File: src/source/l2_cache_pkg.sv
/*
 * Shared widths, field positions and types for the L2 cache.
 * Every RTL block and the testbench import this package by wildcard.
 */
package l2_cache_pkg;

	typedef logic [11:0]  word_addr_t;	// Upstream word address
	typedef logic [31:0]  word_t;
	typedef logic [127:0] block_t;	// Four words, word 0 in the low bits
	typedef logic [5:0]   tag_t;
	typedef logic [3:0]   index_t;
	typedef logic [1:0]   offset_t;
	typedef logic [1:0]   way_t;
	typedef logic [1:0]   age_t;	// 3 is most recent, 0 is the victim

	localparam int NUM_WAYS        = 4;
	localparam int NUM_SETS        = 2 ** $bits(index_t);
	localparam int WORDS_PER_BLOCK = 2 ** $bits(offset_t);

	// Address layout is tag, index, offset from high to low
	localparam int OFFSET_LSB = 0;
	localparam int INDEX_LSB  = OFFSET_LSB + $bits(offset_t);
	localparam int TAG_LSB    = INDEX_LSB + $bits(index_t);

	// Controller states
	typedef enum logic [2:0] {
		IDLE,
		COMPARE,
		WRITE_BACK,
		ALLOCATE,
		RESPOND
	} ctrl_state_t;

endpackage

File: src/source/cache_lookup_if.sv
/*
 * Lookup bus shared by the controller, the tag store and the LRU tracker.
 * The controller presents index and tag; the other two answer combinationally.
 */
`timescale 1ns/1ps

interface cache_lookup_if import l2_cache_pkg::*; ();

	index_t index;
	tag_t   tag;
	logic   access_valid;	// Promote hit_way_sel in the LRU order
	way_t   hit_way_sel;
	logic   fill_valid;	// Install tag into the victim way

	logic   hit;
	way_t   hit_way;
	logic   victim_dirty;
	tag_t   victim_tag;
	way_t   victim_way;

	modport controller (
		output index, tag, access_valid, hit_way_sel, fill_valid,
		input  hit, hit_way, victim_dirty, victim_tag, victim_way
	);

	modport tags (
		input  index, tag, fill_valid, victim_way,
		output hit, hit_way, victim_dirty, victim_tag
	);

	modport lru (
		input  index, access_valid, hit_way_sel,
		output victim_way
	);

endinterface

File: src/source/cache_controller.sv
/*
 * Cache control FSM: compare, write-back of a dirty victim, allocate, respond.
 * Holds one latched CPU request and drives both request/ack handshakes.
 */
`timescale 1ns/1ps

module cache_controller import l2_cache_pkg::*; (
	input  logic       clk,
	input  logic       reset,
	input  logic       cpu_req,
	input  logic       cpu_we,
	input  word_addr_t cpu_addr,
	input  word_t      cpu_wdata,
	output logic       cpu_ack,
	output logic       cpu_hit,
	output word_t      cpu_rdata,
	output logic       mem_req,
	output logic       mem_we,
	output logic [$bits(tag_t)+$bits(index_t)-1:0] mem_addr,
	output block_t     mem_wdata,
	input  block_t     mem_rdata,
	input  logic       mem_ack,
	cache_lookup_if.controller lookup,
	output way_t       way,
	output index_t     index,
	output offset_t    offset,
	output logic       word_we,
	output word_t      word_wdata,
	output logic       fill_en,
	output block_t     fill_data,
	input  block_t     block_rdata,
	input  word_t      word_rdata,
	output logic       set_dirty,
	output logic       clear_dirty
);

	ctrl_state_t state, next_state;

	logic       req_we;
	word_addr_t req_addr;
	word_t      req_wdata;
	word_t      rdata_q;	// Word returned with cpu_ack
	logic       first_cmp;	// Next compare is the first for this request
	logic       first_hit;
	tag_t       req_tag;

	assign req_tag = req_addr[TAG_LSB +: $bits(tag_t)];
	assign index   = req_addr[INDEX_LSB +: $bits(index_t)];
	assign offset  = req_addr[OFFSET_LSB +: $bits(offset_t)];

	assign lookup.index        = index;
	assign lookup.tag          = req_tag;
	assign lookup.access_valid = (state == COMPARE) && lookup.hit;
	assign lookup.hit_way_sel  = lookup.hit_way;
	assign lookup.fill_valid   = (state == ALLOCATE) && mem_ack;

	// Hit way on a hit, otherwise the victim
	assign way = lookup.hit ? lookup.hit_way : lookup.victim_way;

	assign word_we     = (state == COMPARE) && lookup.hit && req_we;
	assign word_wdata  = req_wdata;
	assign set_dirty   = word_we;
	assign fill_en     = lookup.fill_valid;
	assign fill_data   = mem_rdata;
	assign clear_dirty = (state == WRITE_BACK) && mem_ack;

	// Downstream request held for the whole state
	assign mem_req   = (state == WRITE_BACK) || (state == ALLOCATE);
	assign mem_we    = (state == WRITE_BACK);
	assign mem_addr  = (state == WRITE_BACK) ? {lookup.victim_tag, index} : {req_tag, index};
	assign mem_wdata = block_rdata;

	assign cpu_ack   = (state == RESPOND);
	assign cpu_hit   = first_hit;
	assign cpu_rdata = rdata_q;

	always_comb begin
		next_state = state;
		case (state)
			IDLE:       if (cpu_req) next_state = COMPARE;
			COMPARE: begin
				if (lookup.hit)
					next_state = RESPOND;
				else if (lookup.victim_dirty)
					next_state = WRITE_BACK;
				else
					next_state = ALLOCATE;
			end
			WRITE_BACK: if (mem_ack) next_state = ALLOCATE;
			ALLOCATE:   if (mem_ack) next_state = COMPARE;	// Compare again, now hits
			RESPOND:    next_state = IDLE;
			default:    next_state = IDLE;
		endcase
	end

	always_ff @(posedge clk or posedge reset) begin
		if (reset) begin
			state <= IDLE;
			first_cmp <= 1'b0;
			first_hit <= 1'b0;
		end else begin
			state <= next_state;
			if (state == IDLE && cpu_req)
				first_cmp <= 1'b1;
			else if (state == COMPARE) begin
				first_cmp <= 1'b0;
				if (first_cmp)
					first_hit <= lookup.hit;
			end
		end
	end

	// Request payload and response word
	always_ff @(posedge clk) begin
		if (state == IDLE && cpu_req) begin
			req_we <= cpu_we;
			req_addr <= cpu_addr;
			req_wdata <= cpu_wdata;
		end
		if (state == COMPARE && lookup.hit)
			rdata_q <= req_we ? req_wdata : word_rdata;
	end

endmodule

File: src/flat_wrapper.sv
// flat-port wrapper written by rule: the top's interface ports become plain ports
module cache_controller_flat import l2_cache_pkg::*;
  (clk, reset, cpu_req, cpu_we, cpu_addr, cpu_wdata, cpu_ack, cpu_hit, cpu_rdata, mem_req, mem_we, mem_addr, mem_wdata, mem_rdata, mem_ack, way, index, offset, word_we, word_wdata, fill_en, fill_data, block_rdata, word_rdata, set_dirty, clear_dirty, lookup_index, lookup_tag, lookup_access_valid, lookup_hit_way_sel, lookup_fill_valid, lookup_hit, lookup_hit_way, lookup_victim_dirty, lookup_victim_tag, lookup_victim_way);
  cache_lookup_if lookup_i ();
  input  logic clk;
  input  logic reset;
  input  logic cpu_req;
  input  logic cpu_we;
  input  word_addr_t cpu_addr;
  input  word_t cpu_wdata;
  output logic cpu_ack;
  output logic cpu_hit;
  output word_t cpu_rdata;
  output logic mem_req;
  output logic mem_we;
  output logic [$bits(tag_t)+$bits(index_t)-1:0] mem_addr;
  output block_t mem_wdata;
  input  block_t mem_rdata;
  input  logic mem_ack;
  output way_t way;
  output index_t index;
  output offset_t offset;
  output logic word_we;
  output word_t word_wdata;
  output logic fill_en;
  output block_t fill_data;
  input  block_t block_rdata;
  input  word_t word_rdata;
  output logic set_dirty;
  output logic clear_dirty;
  output wire logic [$bits(lookup_i.index)-1:0] lookup_index;
  output wire logic [$bits(lookup_i.tag)-1:0] lookup_tag;
  output wire logic [$bits(lookup_i.access_valid)-1:0] lookup_access_valid;
  output wire logic [$bits(lookup_i.hit_way_sel)-1:0] lookup_hit_way_sel;
  output wire logic [$bits(lookup_i.fill_valid)-1:0] lookup_fill_valid;
  input wire logic [$bits(lookup_i.hit)-1:0] lookup_hit;
  input wire logic [$bits(lookup_i.hit_way)-1:0] lookup_hit_way;
  input wire logic [$bits(lookup_i.victim_dirty)-1:0] lookup_victim_dirty;
  input wire logic [$bits(lookup_i.victim_tag)-1:0] lookup_victim_tag;
  input wire logic [$bits(lookup_i.victim_way)-1:0] lookup_victim_way;
  assign lookup_index = lookup_i.index;
  assign lookup_tag = lookup_i.tag;
  assign lookup_access_valid = lookup_i.access_valid;
  assign lookup_hit_way_sel = lookup_i.hit_way_sel;
  assign lookup_fill_valid = lookup_i.fill_valid;
  assign lookup_i.hit = lookup_hit;
  assign lookup_i.hit_way = lookup_hit_way;
  assign lookup_i.victim_dirty = lookup_victim_dirty;
  assign lookup_i.victim_tag = lookup_victim_tag;
  assign lookup_i.victim_way = lookup_victim_way;
  cache_controller u_core (.clk(clk), .reset(reset), .cpu_req(cpu_req), .cpu_we(cpu_we), .cpu_addr(cpu_addr), .cpu_wdata(cpu_wdata), .cpu_ack(cpu_ack), .cpu_hit(cpu_hit), .cpu_rdata(cpu_rdata), .mem_req(mem_req), .mem_we(mem_we), .mem_addr(mem_addr), .mem_wdata(mem_wdata), .mem_rdata(mem_rdata), .mem_ack(mem_ack), .lookup(lookup_i), .way(way), .index(index), .offset(offset), .word_we(word_we), .word_wdata(word_wdata), .fill_en(fill_en), .fill_data(fill_data), .block_rdata(block_rdata), .word_rdata(word_rdata), .set_dirty(set_dirty), .clear_dirty(clear_dirty));
endmodule
File: config.mk
export PLATFORM = sky130hd
export DESIGN_NAME = cache_controller_flat
export DESIGN_NICKNAME = d
export VERILOG_FILES = /design/src/source/l2_cache_pkg.sv /design/src/source/cache_lookup_if.sv /design/src/source/cache_controller.sv /design/src/flat_wrapper.sv
export SDC_FILE = /design/constraint.sdc
export NUM_CORES = 1
export LEC_CHECK = 0
export BUFFER_PORTS_ARGS = -buffer_cell sky130_fd_sc_hd__buf_2
export CAP_MARGIN = 25
export CORE_AREA = 8 8 267 269
export DETAILED_ROUTE_END_ITERATION = 8
export DIE_AREA = 0 0 275 277
export HOLD_SLACK_MARGIN = 0.12
export PLACE_DENSITY_LB_ADDON = 0.3
export SETUP_SLACK_MARGIN = 0.05
export SLEW_MARGIN = 20
export SYNTH_ARGS = -nofsm -noshare
export SYNTH_HDL_FRONTEND = slang
export SYNTH_SLANG_ARGS = --single-unit
File: constraint.sdc
create_clock -name clk -period 12.62 [get_ports clk]
set_input_delay 1.893 -clock clk [delete_from_list [all_inputs] [get_ports clk]]
set_output_delay 1.893 -clock clk [all_outputs]
set_load 0.005 [all_outputs]
# Word-level counts from Yosys, hierarchy flattened
# Index checks and enable logic that the tools add are counted.
# Widths: inputs -> output; s select.
[word_totals] ff_bits=82 wordCells=36
[op_classes] n_eq_ne=7 mux=11 bitwise_logic=1 reduce_logical=10
[op_table] op="$mux 32" count=1
[op_table] op="$mux 3" count=4
[op_table] op="$pmux 3 s4" count=1
[op_table] op="$mux 10" count=1
[op_table] op="$eq 3x2->1 const B" count=2
[op_table] op="$reduce_and 3->1" count=2
[op_table] op="$logic_and 1x1->1" count=5
[op_table] op="$ne 2x2->1 const B" count=2
[op_table] op="$eq 3x1->1 const B" count=1
[op_table] op="$eq 3x3->1 const B" count=1
[op_table] op="$logic_not 3->1" count=1
[op_table] op="$mux 1" count=3
[op_table] op="$mux 2" count=1
[op_table] op="$ne 2x1->1 const B" count=1
[op_table] op="$reduce_bool 2->1" count=1
[op_table] op="$logic_or 1x1->1" count=1
[op_table] op="$not 1->1" count=1

# Longest topological paths before layout
# Gate-level depths: netlist of run 1.
[depth] depth_word=4 depth_mapped=4 depth_no_buf=2

# Worst setup path after synthesis of run 1
# No wires, ideal clock.
[synth_timing] path_type="input-to-reg" startpoint="in cpu_req" endpoint="reg u_core.req_addr[0] (enable)" setup_ps=576 t_arrival_ps=6496 setup_slack_ps=5549 path_stages=1 path_buffers=0 path_cell_list="nor4b_1"
[synth_via] elab_chain_len=1
[synth_lines] element="start, declared" line_no="flat_wrapper.sv:7" text="input logic cpu_req;"
[synth_lines] element="$logic_and 1x1->1" line_no="cache_controller.sv:115" text="if (state == IDLE && cpu_req) begin"
[synth_lines] element="end signal, assigned" line_no="cache_controller.sv:117" text="req_addr <= cpu_addr;"
[synth_lines] element="end, declared" line_no="cache_controller.sv:40" text="word_addr_t req_addr;"
# No other way between the ends.
# A chain may end at the register's enable or synchronous reset.

# Worst setup path after layout of run 1
[layout_timing] startpoint="in lookup_hit" endpoint="out way[1]"
[layout_via] elab_chain_len=1
[layout_lines] element="start, declared" line_no="flat_wrapper.sv:36" text="input wire logic [$bits(lookup_i.hit)-1:0] lookup_hit;"
[layout_lines] element="$mux 2" line_no="cache_controller.sv:58" text="assign way = lookup.hit ? lookup.hit_way : lookup.victim_way;"
[layout_lines] element="end, declared" line_no="flat_wrapper.sv:20" text="output way_t way;"
# No other way between the ends.

==> results of run 1 <==
## sequential cells by signal, indices dropped and copies added (netlist names)
register / cells
u_core.cpu_rdata: 32
u_core.cpu_hit: 1
u_core.req_addr: 12
u_core.word_wdata: 32
u_core.first_cmp: 1
u_core.req_we: 1
u_core.state: 3
## stage by stage
stage / worst slack (ns) / area, um2 / power, uW / hold WS, ns
floorplan: 5.55 / 5130 / 585 / 0.485
global placement: 8.20 / 5180 / 641 / 0.499
detailed placement: 8.20 / 5180 / 639 / 0.507
CTS: 8.20 / 5480 / 936 / 0.518
global route: 8.15 / 5480 / 963 / 0.551
finish: 8.19 / 5490 / 902 / 0.509
## power by group through the flow
stage	combinational [uW]	clock, uW	sequential (uW)
CTS	225	300	411
floorplan	175	0	410
global placement	227	0	414
global route	239	306	417
finish	213	280	409
detailed placement	224	0	415
## layer usage
metal  global-route usage  share of wire  vias up
met3                0.107           0.27      105
met5              0.00986         0.0029        -
met1               0.0466           0.19     1119
met2                0.146           0.48      438
li1                     -              -     1006
met4               0.0409          0.045        4
## layout make-up
type | instances | share of cell area
Sequential cell | 82 | 0.444
Clock buffer | 9 | 0.0411
Antenna cell | 1 | 0.000456
Clock inverter | 7 | 0.0139
Tap cell | 873 | 0.199
Multi-Input combinational cell | 62 | 0.116
Inverter | 3 | 0.00205
Timing Repair Buffer | 199 | 0.183
## worst reg2reg max path: stages, from the launching register on
cell	delay [ns]
dfrtp_1	0.54
nor3b_1	0.52
and2_2	0.32
buf_4	0.46
## cells by family (layout without fill, tap and decap cells)
kind of cell    Yosys count  after routing
mux                      42             42
other cells               0              1
flops                    82             82
simple gates             16             16
compound gates            4              4
buf+inv                 278            218
## synthesized netlist by cell type (all sizes together)
master	count	area (um2)
a21bo	1	10.0
a21oi	2	10.0
a221oi	1	8.76
and2	3	20.0
and2b	1	8.76
and3	1	6.26
and4bb	1	12.5
buf	274	2050
clkbuf	1	3.75
dfrtp	5	125
edfxtp	77	2310
inv	3	11.3
mux2	41	462
mux2i	1	10.0
nand2	1	3.75
nor2b	1	6.26
nor3	1	5.00
nor3b	3	33.8
nor4b	1	8.76
or2	1	6.26
or3b	2	17.5
## how the worst min path moves through the flow
stage                        to  slack [ns]  depth (start not counted)
2_1_floorplan  u_core.first_cmp        0.49                          2
3_3_place_gp     u_core.cpu_hit        0.50                          1
3_5_place_dp   u_core.first_cmp        0.51                          2
4_1_cts        u_core.first_cmp        0.52                          2
5_1_grt        u_core.first_cmp        0.55                          2
6_report       u_core.first_cmp        0.51                          2
==> reports/metrics.yaml, run 1 <==
pwr:
  p_switching_uw: 273
  switching_share: 0.302
  power_frac_comb: 0.236
  power_leakage_uw: 0.00195
  powerDensity_mw_per_mm2: 165
  power_frac_clock: 0.311
  power_frac_seq: 0.453
  intPower_uw: 630
  worst_ir_drop_vdd_mv: 0.0749
timing:
  period_needed_ns: 4.43
  period_share: 0.351
  setup_violations: 0
  hold_viol: 0
  worst_pin_slew_ns: 0.660
  rsz0062_at_grt: "false"
  tns_ns: 0
  slew_viol_final: 0
  clock_skew_ns: 0.0153
  fmax_mhz: 226
  max_slew_margin: 0.560
worst_setup_path:
  r2r_end: "u_core.cpu_rdata[20]"
  cp_max_fo: 8
  path_buf_inv: 2
  cp.arrival_ns: 2.53
  crit_top_cell: "buf_2"
  cp.depth: 3
  cp_cell_sequence: "buf_2, mux2_2, buf_2"
  reg2reg_from: "u_core.state[0]"
  worstSetupPathType: "in2out"
  r2r_cells: 3
  endpoint: "way[1]"
  slowest_delay_ns: 0.35
  critPathRequiredTime_ns: 10.73
  endpoint_kind: "output port"
  worst_setup_path_start_kind: "primary input"
  r2r_slack_ns: 10.38
  crit_family: "multiplexers"
  critPathSlowestCell: "mux2_2"
  startpoint: "lookup_hit"
logic_synthesis:
  seq_area_frac_synth: 0.475
  synth_top_family_by_area: "buffers and inverters"
  syn_area_mm2: 0.00513
  synth_seq_cells: 82
  avgSynthCellArea_um2: 12.2
  ys_types: 25
  syn_inst: 422
  synthMuxAreaShare: 0.0919
  synth-xor-area-share: 0
  yosysWarnings: 0
  synth-compound-area-share: 0.00561
  syn_nets: 771
  synthAdderAreaFrac: 0
  yosys.area_share.simple: 0.0251
cells_and_area:
  register_area_mm2: 0.00244
  drive_above_1_share: 0.732
  n_fill_cell: 7801
  final_common_cell: "buf_2"
  area_delta_synth_final_pct: 6.87
  multi_input_area_um2: 637
  postLayoutCoreUtil: 0.0821
  final_cell_mix: "buf_2 (196), edfxtp_1 (77), mux2_2 (41)"
  layoutNonFillerInstCount: 1236
  final_nets: 706
status:
  status: "completed"
route:
  dr.first_iter.drc_count: 71
  drc: 0
  antenna_left: 0
  vias: 2672
  drt-wirelength-per-cell_um: 28.0
  drt_wl_total_um: 34600
  via_per_inst: 2.16
  first_pass_iters: 4
floorplan:
  num_io_pins: 709
  start_util: 0.0768
  coreArea_mm2: 0.0668
  rows: 95
  die_h_um: 277
  dieArea_mm2: 0.0762
  die_w_um: 275
global_routing:
  grtUsageTotal: 0.0857
  grt_max_degree: 43
  grt-ovfl-total: 0
  grt_pass1_vias: 3255
  antenna_found_initial: 3
  grt_pass1_wl_um: 40900
worst_hold_path:
  hp-start: "u_core.first_cmp"
  hold_path.class: "reg2reg"
clocking:
  holdBufCountCts: 0
  post_cts_buffers: 0
  cts_made_buffers: 9
  clock_path_buffers: 2
  cts_resized: 0
  cts.sinks: 82
  clock_latency_ns: 0.36
  cts_tree: "done"
  clkTransAtPathRegs_ns: 0.07
  root_buffer: "clkbuf_16"
  htreeDepth: 3
place:
  gp_congestion: 0.687
  dpl.cell_count: 1219
  hpwl_um: 31000
  io_buffers: 196
flow_run:
  drv_cap: 0
Note: power is estimated with default switching activity, not from simulation.
==> run 2, diff against run 1 <==
--- a/config.mk
+++ b/config.mk
@@ -5,11 +5,12 @@
 export SDC_FILE = /design/constraint.sdc
 export NUM_CORES = 1
 export LEC_CHECK = 0
+export ABC_AREA = 1
 export BUFFER_PORTS_ARGS = -buffer_cell sky130_fd_sc_hd__buf_2
 export CAP_MARGIN = 25
-export CORE_AREA = 8 8 267 269
+export CORE_AREA = 8 8 271 273
 export DETAILED_ROUTE_END_ITERATION = 8
-export DIE_AREA = 0 0 275 277
+export DIE_AREA = 0 0 279 281
 export HOLD_SLACK_MARGIN = 0.12
 export PLACE_DENSITY_LB_ADDON = 0.3
 export SETUP_SLACK_MARGIN = 0.05
==> constraint.sdc (replaced) <==
create_clock -name clk -period 4.5 [get_ports clk]
set_input_delay 0.675 -clock clk [delete_from_list [all_inputs] [get_ports clk]]
set_output_delay 0.675 -clock clk [all_outputs]
set_load 0.005 [all_outputs]
==> reports/metrics.yaml, run 2 <==
pwr:
  power_leakage_uw: 0.00223  # was 0.00195 uW
  powerDensity_mw_per_mm2: 474  # was 165 mW/mm2
  worst_ir_drop_vdd_mv: 0.218  # was 0.0749 mV
global_routing:
  grt-ovfl-total: 0  # unchanged
  antenna_found_initial: 3  # unchanged
  grtUsageTotal: 0.0864  # was 0.0857
  grt_max_degree: 33  # was 43
  grt_pass1_vias: 3495  # was 3255
  grt_pass1_wl_um: 42400  # was 40900 um
worst_setup_path:
  cp.arrival_ns: 1.61  # was 2.53 ns
  cp_max_fo: 5  # was 8
  endpoint_kind: "output port"  # unchanged
  critPathRequiredTime_ns: 3.83  # was 10.73 ns
  worst_setup_path_start_kind: "register"  # was primary input
  worstSetupPathType: "reg2out"  # was in2out
floorplan:
  start_util: 0.0742  # was 0.0768
  num_io_pins: 709  # unchanged
  dieArea_mm2: 0.0784  # was 0.0762 mm2
  die_h_um: 281  # was 277 um
  die_w_um: 279  # was 275 um
  rows: 97  # was 95
  coreArea_mm2: 0.0693  # was 0.0668 mm2
timing:
  clock_skew_ns: 0.0149  # was 0.0153 ns
  fmax_mhz: 438
  slew_viol_final: 0  # unchanged
  finalWorstSetupSlack_ns: 2.22  # was 8.19 ns
  setup_violations: 0  # unchanged
  period_needed_ns: 2.28
  period_share: 0.507
  rsz0062_at_grt: "false"  # unchanged
  max_slew_margin: 0.659  # was 0.560
  tns_ns: 0  # unchanged
  worst_pin_slew_ns: 0.512  # was 0.660 ns
  hold_viol: 0  # unchanged
cells_and_area:
  final_cell_mix: "buf_2 (196), nand2_1 (131), edfxtp_1 (77)"  # was buf_2 (196), edfxtp_1 (77), mux2_2 (41)
  n_fill_cell: 8101  # was 7801
  final_nets: 805  # was 706
  drive_above_1_share: 0.488  # was 0.732
  area_delta_synth_final_pct: 9.32  # was 6.87%
  postLayoutCoreUtil: 0.0811  # was 0.0821
  final_common_cell: "buf_2"  # unchanged
logic_synthesis:
  synth.most_common_cell: "buf_4"  # unchanged
  synth_edf_count: 77  # unchanged
  avgSynthCellArea_um2: 9.89  # was 12.2 um2
  ys_types: 18  # was 25
  async_flop_share: 0.0610  # unchanged
  syn_nets: 869  # was 771
  synth_seq_cells: 82  # unchanged
  synth.area.top_cells: "edfxtp_1 (45%), buf_4 (39%), nand2_1 (9.6%), dfrtp_1 (2.4%), inv_1 (0.66%)"  # was edfxtp_1 (45%), buf_4 (39%), mux2_2 (9.0%), dfrtp_1 (2.4%), buf_2 (0.39%)
  netlist_top_cells_count: "buf_4 (268), nand2_1 (131), edfxtp_1 (77)"  # was buf_4 (269), edfxtp_1 (77), mux2_2 (41)
  synth-main-ff-cell: "edfxtp_1"  # unchanged
  syn_area_mm2: 0.00514  # was 0.00513 mm2
  syn_inst: 520  # was 422
  synth.top_cell.area_share: 0.450  # was 0.451
  yosysTopAreaCell: "edfxtp_1"  # unchanged
  yosysWarnings: 0  # unchanged
  seq_area_frac_synth: 0.474  # was 0.475
flow_run:
  drv_cap: 0  # unchanged
clocking:
  clock_path_buffers: 2  # unchanged
  post_cts_buffers: 0  # unchanged
  cts_made_buffers: 9  # unchanged
  htreeDepth: 3  # unchanged
  clock_latency_ns: 0.36  # about the same
  cts_tree: "done"  # unchanged
  clkTransAtPathRegs_ns: 0.07  # about the same
  cts_resized: 0  # unchanged
  root_buffer: "clkbuf_16"  # unchanged
  cts.sinks: 82  # unchanged
  holdBufCountCts: 0  # unchanged
place:
  pre_cts_ws_ns: 2.33  # was 8.20 ns
  io_buffers: 196  # unchanged
  gp_congestion: 0.753  # was 0.687
  hpwl_um: 33000  # was 31000 um
route:
  drt-wirelength-per-cell_um: 25.7  # was 28.0 um
  via_per_inst: 2.17  # was 2.16
  drt_wl_total_um: 36000  # was 34600 um
  drc: 0  # unchanged
  vias: 3042  # was 2672
  antenna_left: 0  # unchanged
  dr.first_iter.drc_count: 103  # was 71
  first_pass_iters: 4  # unchanged
status:
  status: "completed"  # unchanged
worst_hold_path:
  hold_path.class: "in2async"  # was reg2reg
[run 2: final cells by class]
type,instances,area (um2),area share
antenna,2,5.00,0.000890
clock buffer,9,225,0.0401
clock inverter,7,105,0.0187
inverter,11,41.3,0.00734
multi-input combinational,152,609,0.108
sequential,82,2440,0.433
tap,940,1180,0.209
timing repair buffer,200,1020,0.182
[run 2: power by group]
group | internal [uW] | total [uW] | switching, uW
sequential | 1050 | 1130 | 80.2
combinational | 236 | 680 | 444
clock | 497 | 851 | 354
[run 2: layer usage]
| metal | part of all wire | global-route usage | vias up |
|---|---|---|---|
| li1 | - | - | 1245 |
| met1 | 0.19 | 0.0456 | 1247 |
| met2 | 0.49 | 0.151 | 453 |
| met3 | 0.28 | 0.112 | 89 |
| met4 | 0.033 | 0.0334 | 8 |
| met5 | 0.0035 | 0.0100 | - |
[run 2: path summary, 6_finish.rpt]
| path | startpoint | to | slack [ns] | depth (start not counted) |
|---|---|---|---|---|
| hold / removal | reset | u_core.state[0] | 0.23 | 2 |
| min in group clk | cpu_addr[0] | u_core.req_addr[0] | 0.48 | 1 |
| setup / recovery | u_core.state[1] | word_we | 2.22 | 6 |
| max in group asynchronous | reset | u_core.first_cmp | 4.08 | 2 |
| hold reg to reg | u_core.first_cmp | u_core.first_cmp | 0.49 | 2 |
| setup reg to reg | u_core.state[0] | u_core.word_wdata[23] | 2.67 | 6 |
[run 2: cell families after synthesis]
group	count (synthesis)	synth area share
buffers and inverters	286	0.409
DFF	82	0.474
AOI/OAI and AO/OA	2	0.00195
and+or+nand+nor	150	0.115
[run 2: worst max-delay path, stage by stage, from the launching register on]
cell	delay, ns
dfrtp_1	0.46
inv_2	0.09
nand2_1	0.06
nor2_1	0.14
inv_1	0.12
nor3_2	0.21
buf_2	0.17
[run 2: per-stage QoR]
step / power [uW] / hold WS, ns / cell area, um2 / instances
after floorplan: 1630 / 0.442 / 5140 / 520
after global placement: 1860 / 0.479 / 5270 / 1384
after detailed placement: 1870 / 0.470 / 5290 / 1385
after CTS: 2740 / 0.211 / 5620 / 1401
after global routing: 2840 / 0.239 / 5620 / 1401
final: 2660 / 0.226 / 5620 / 1403
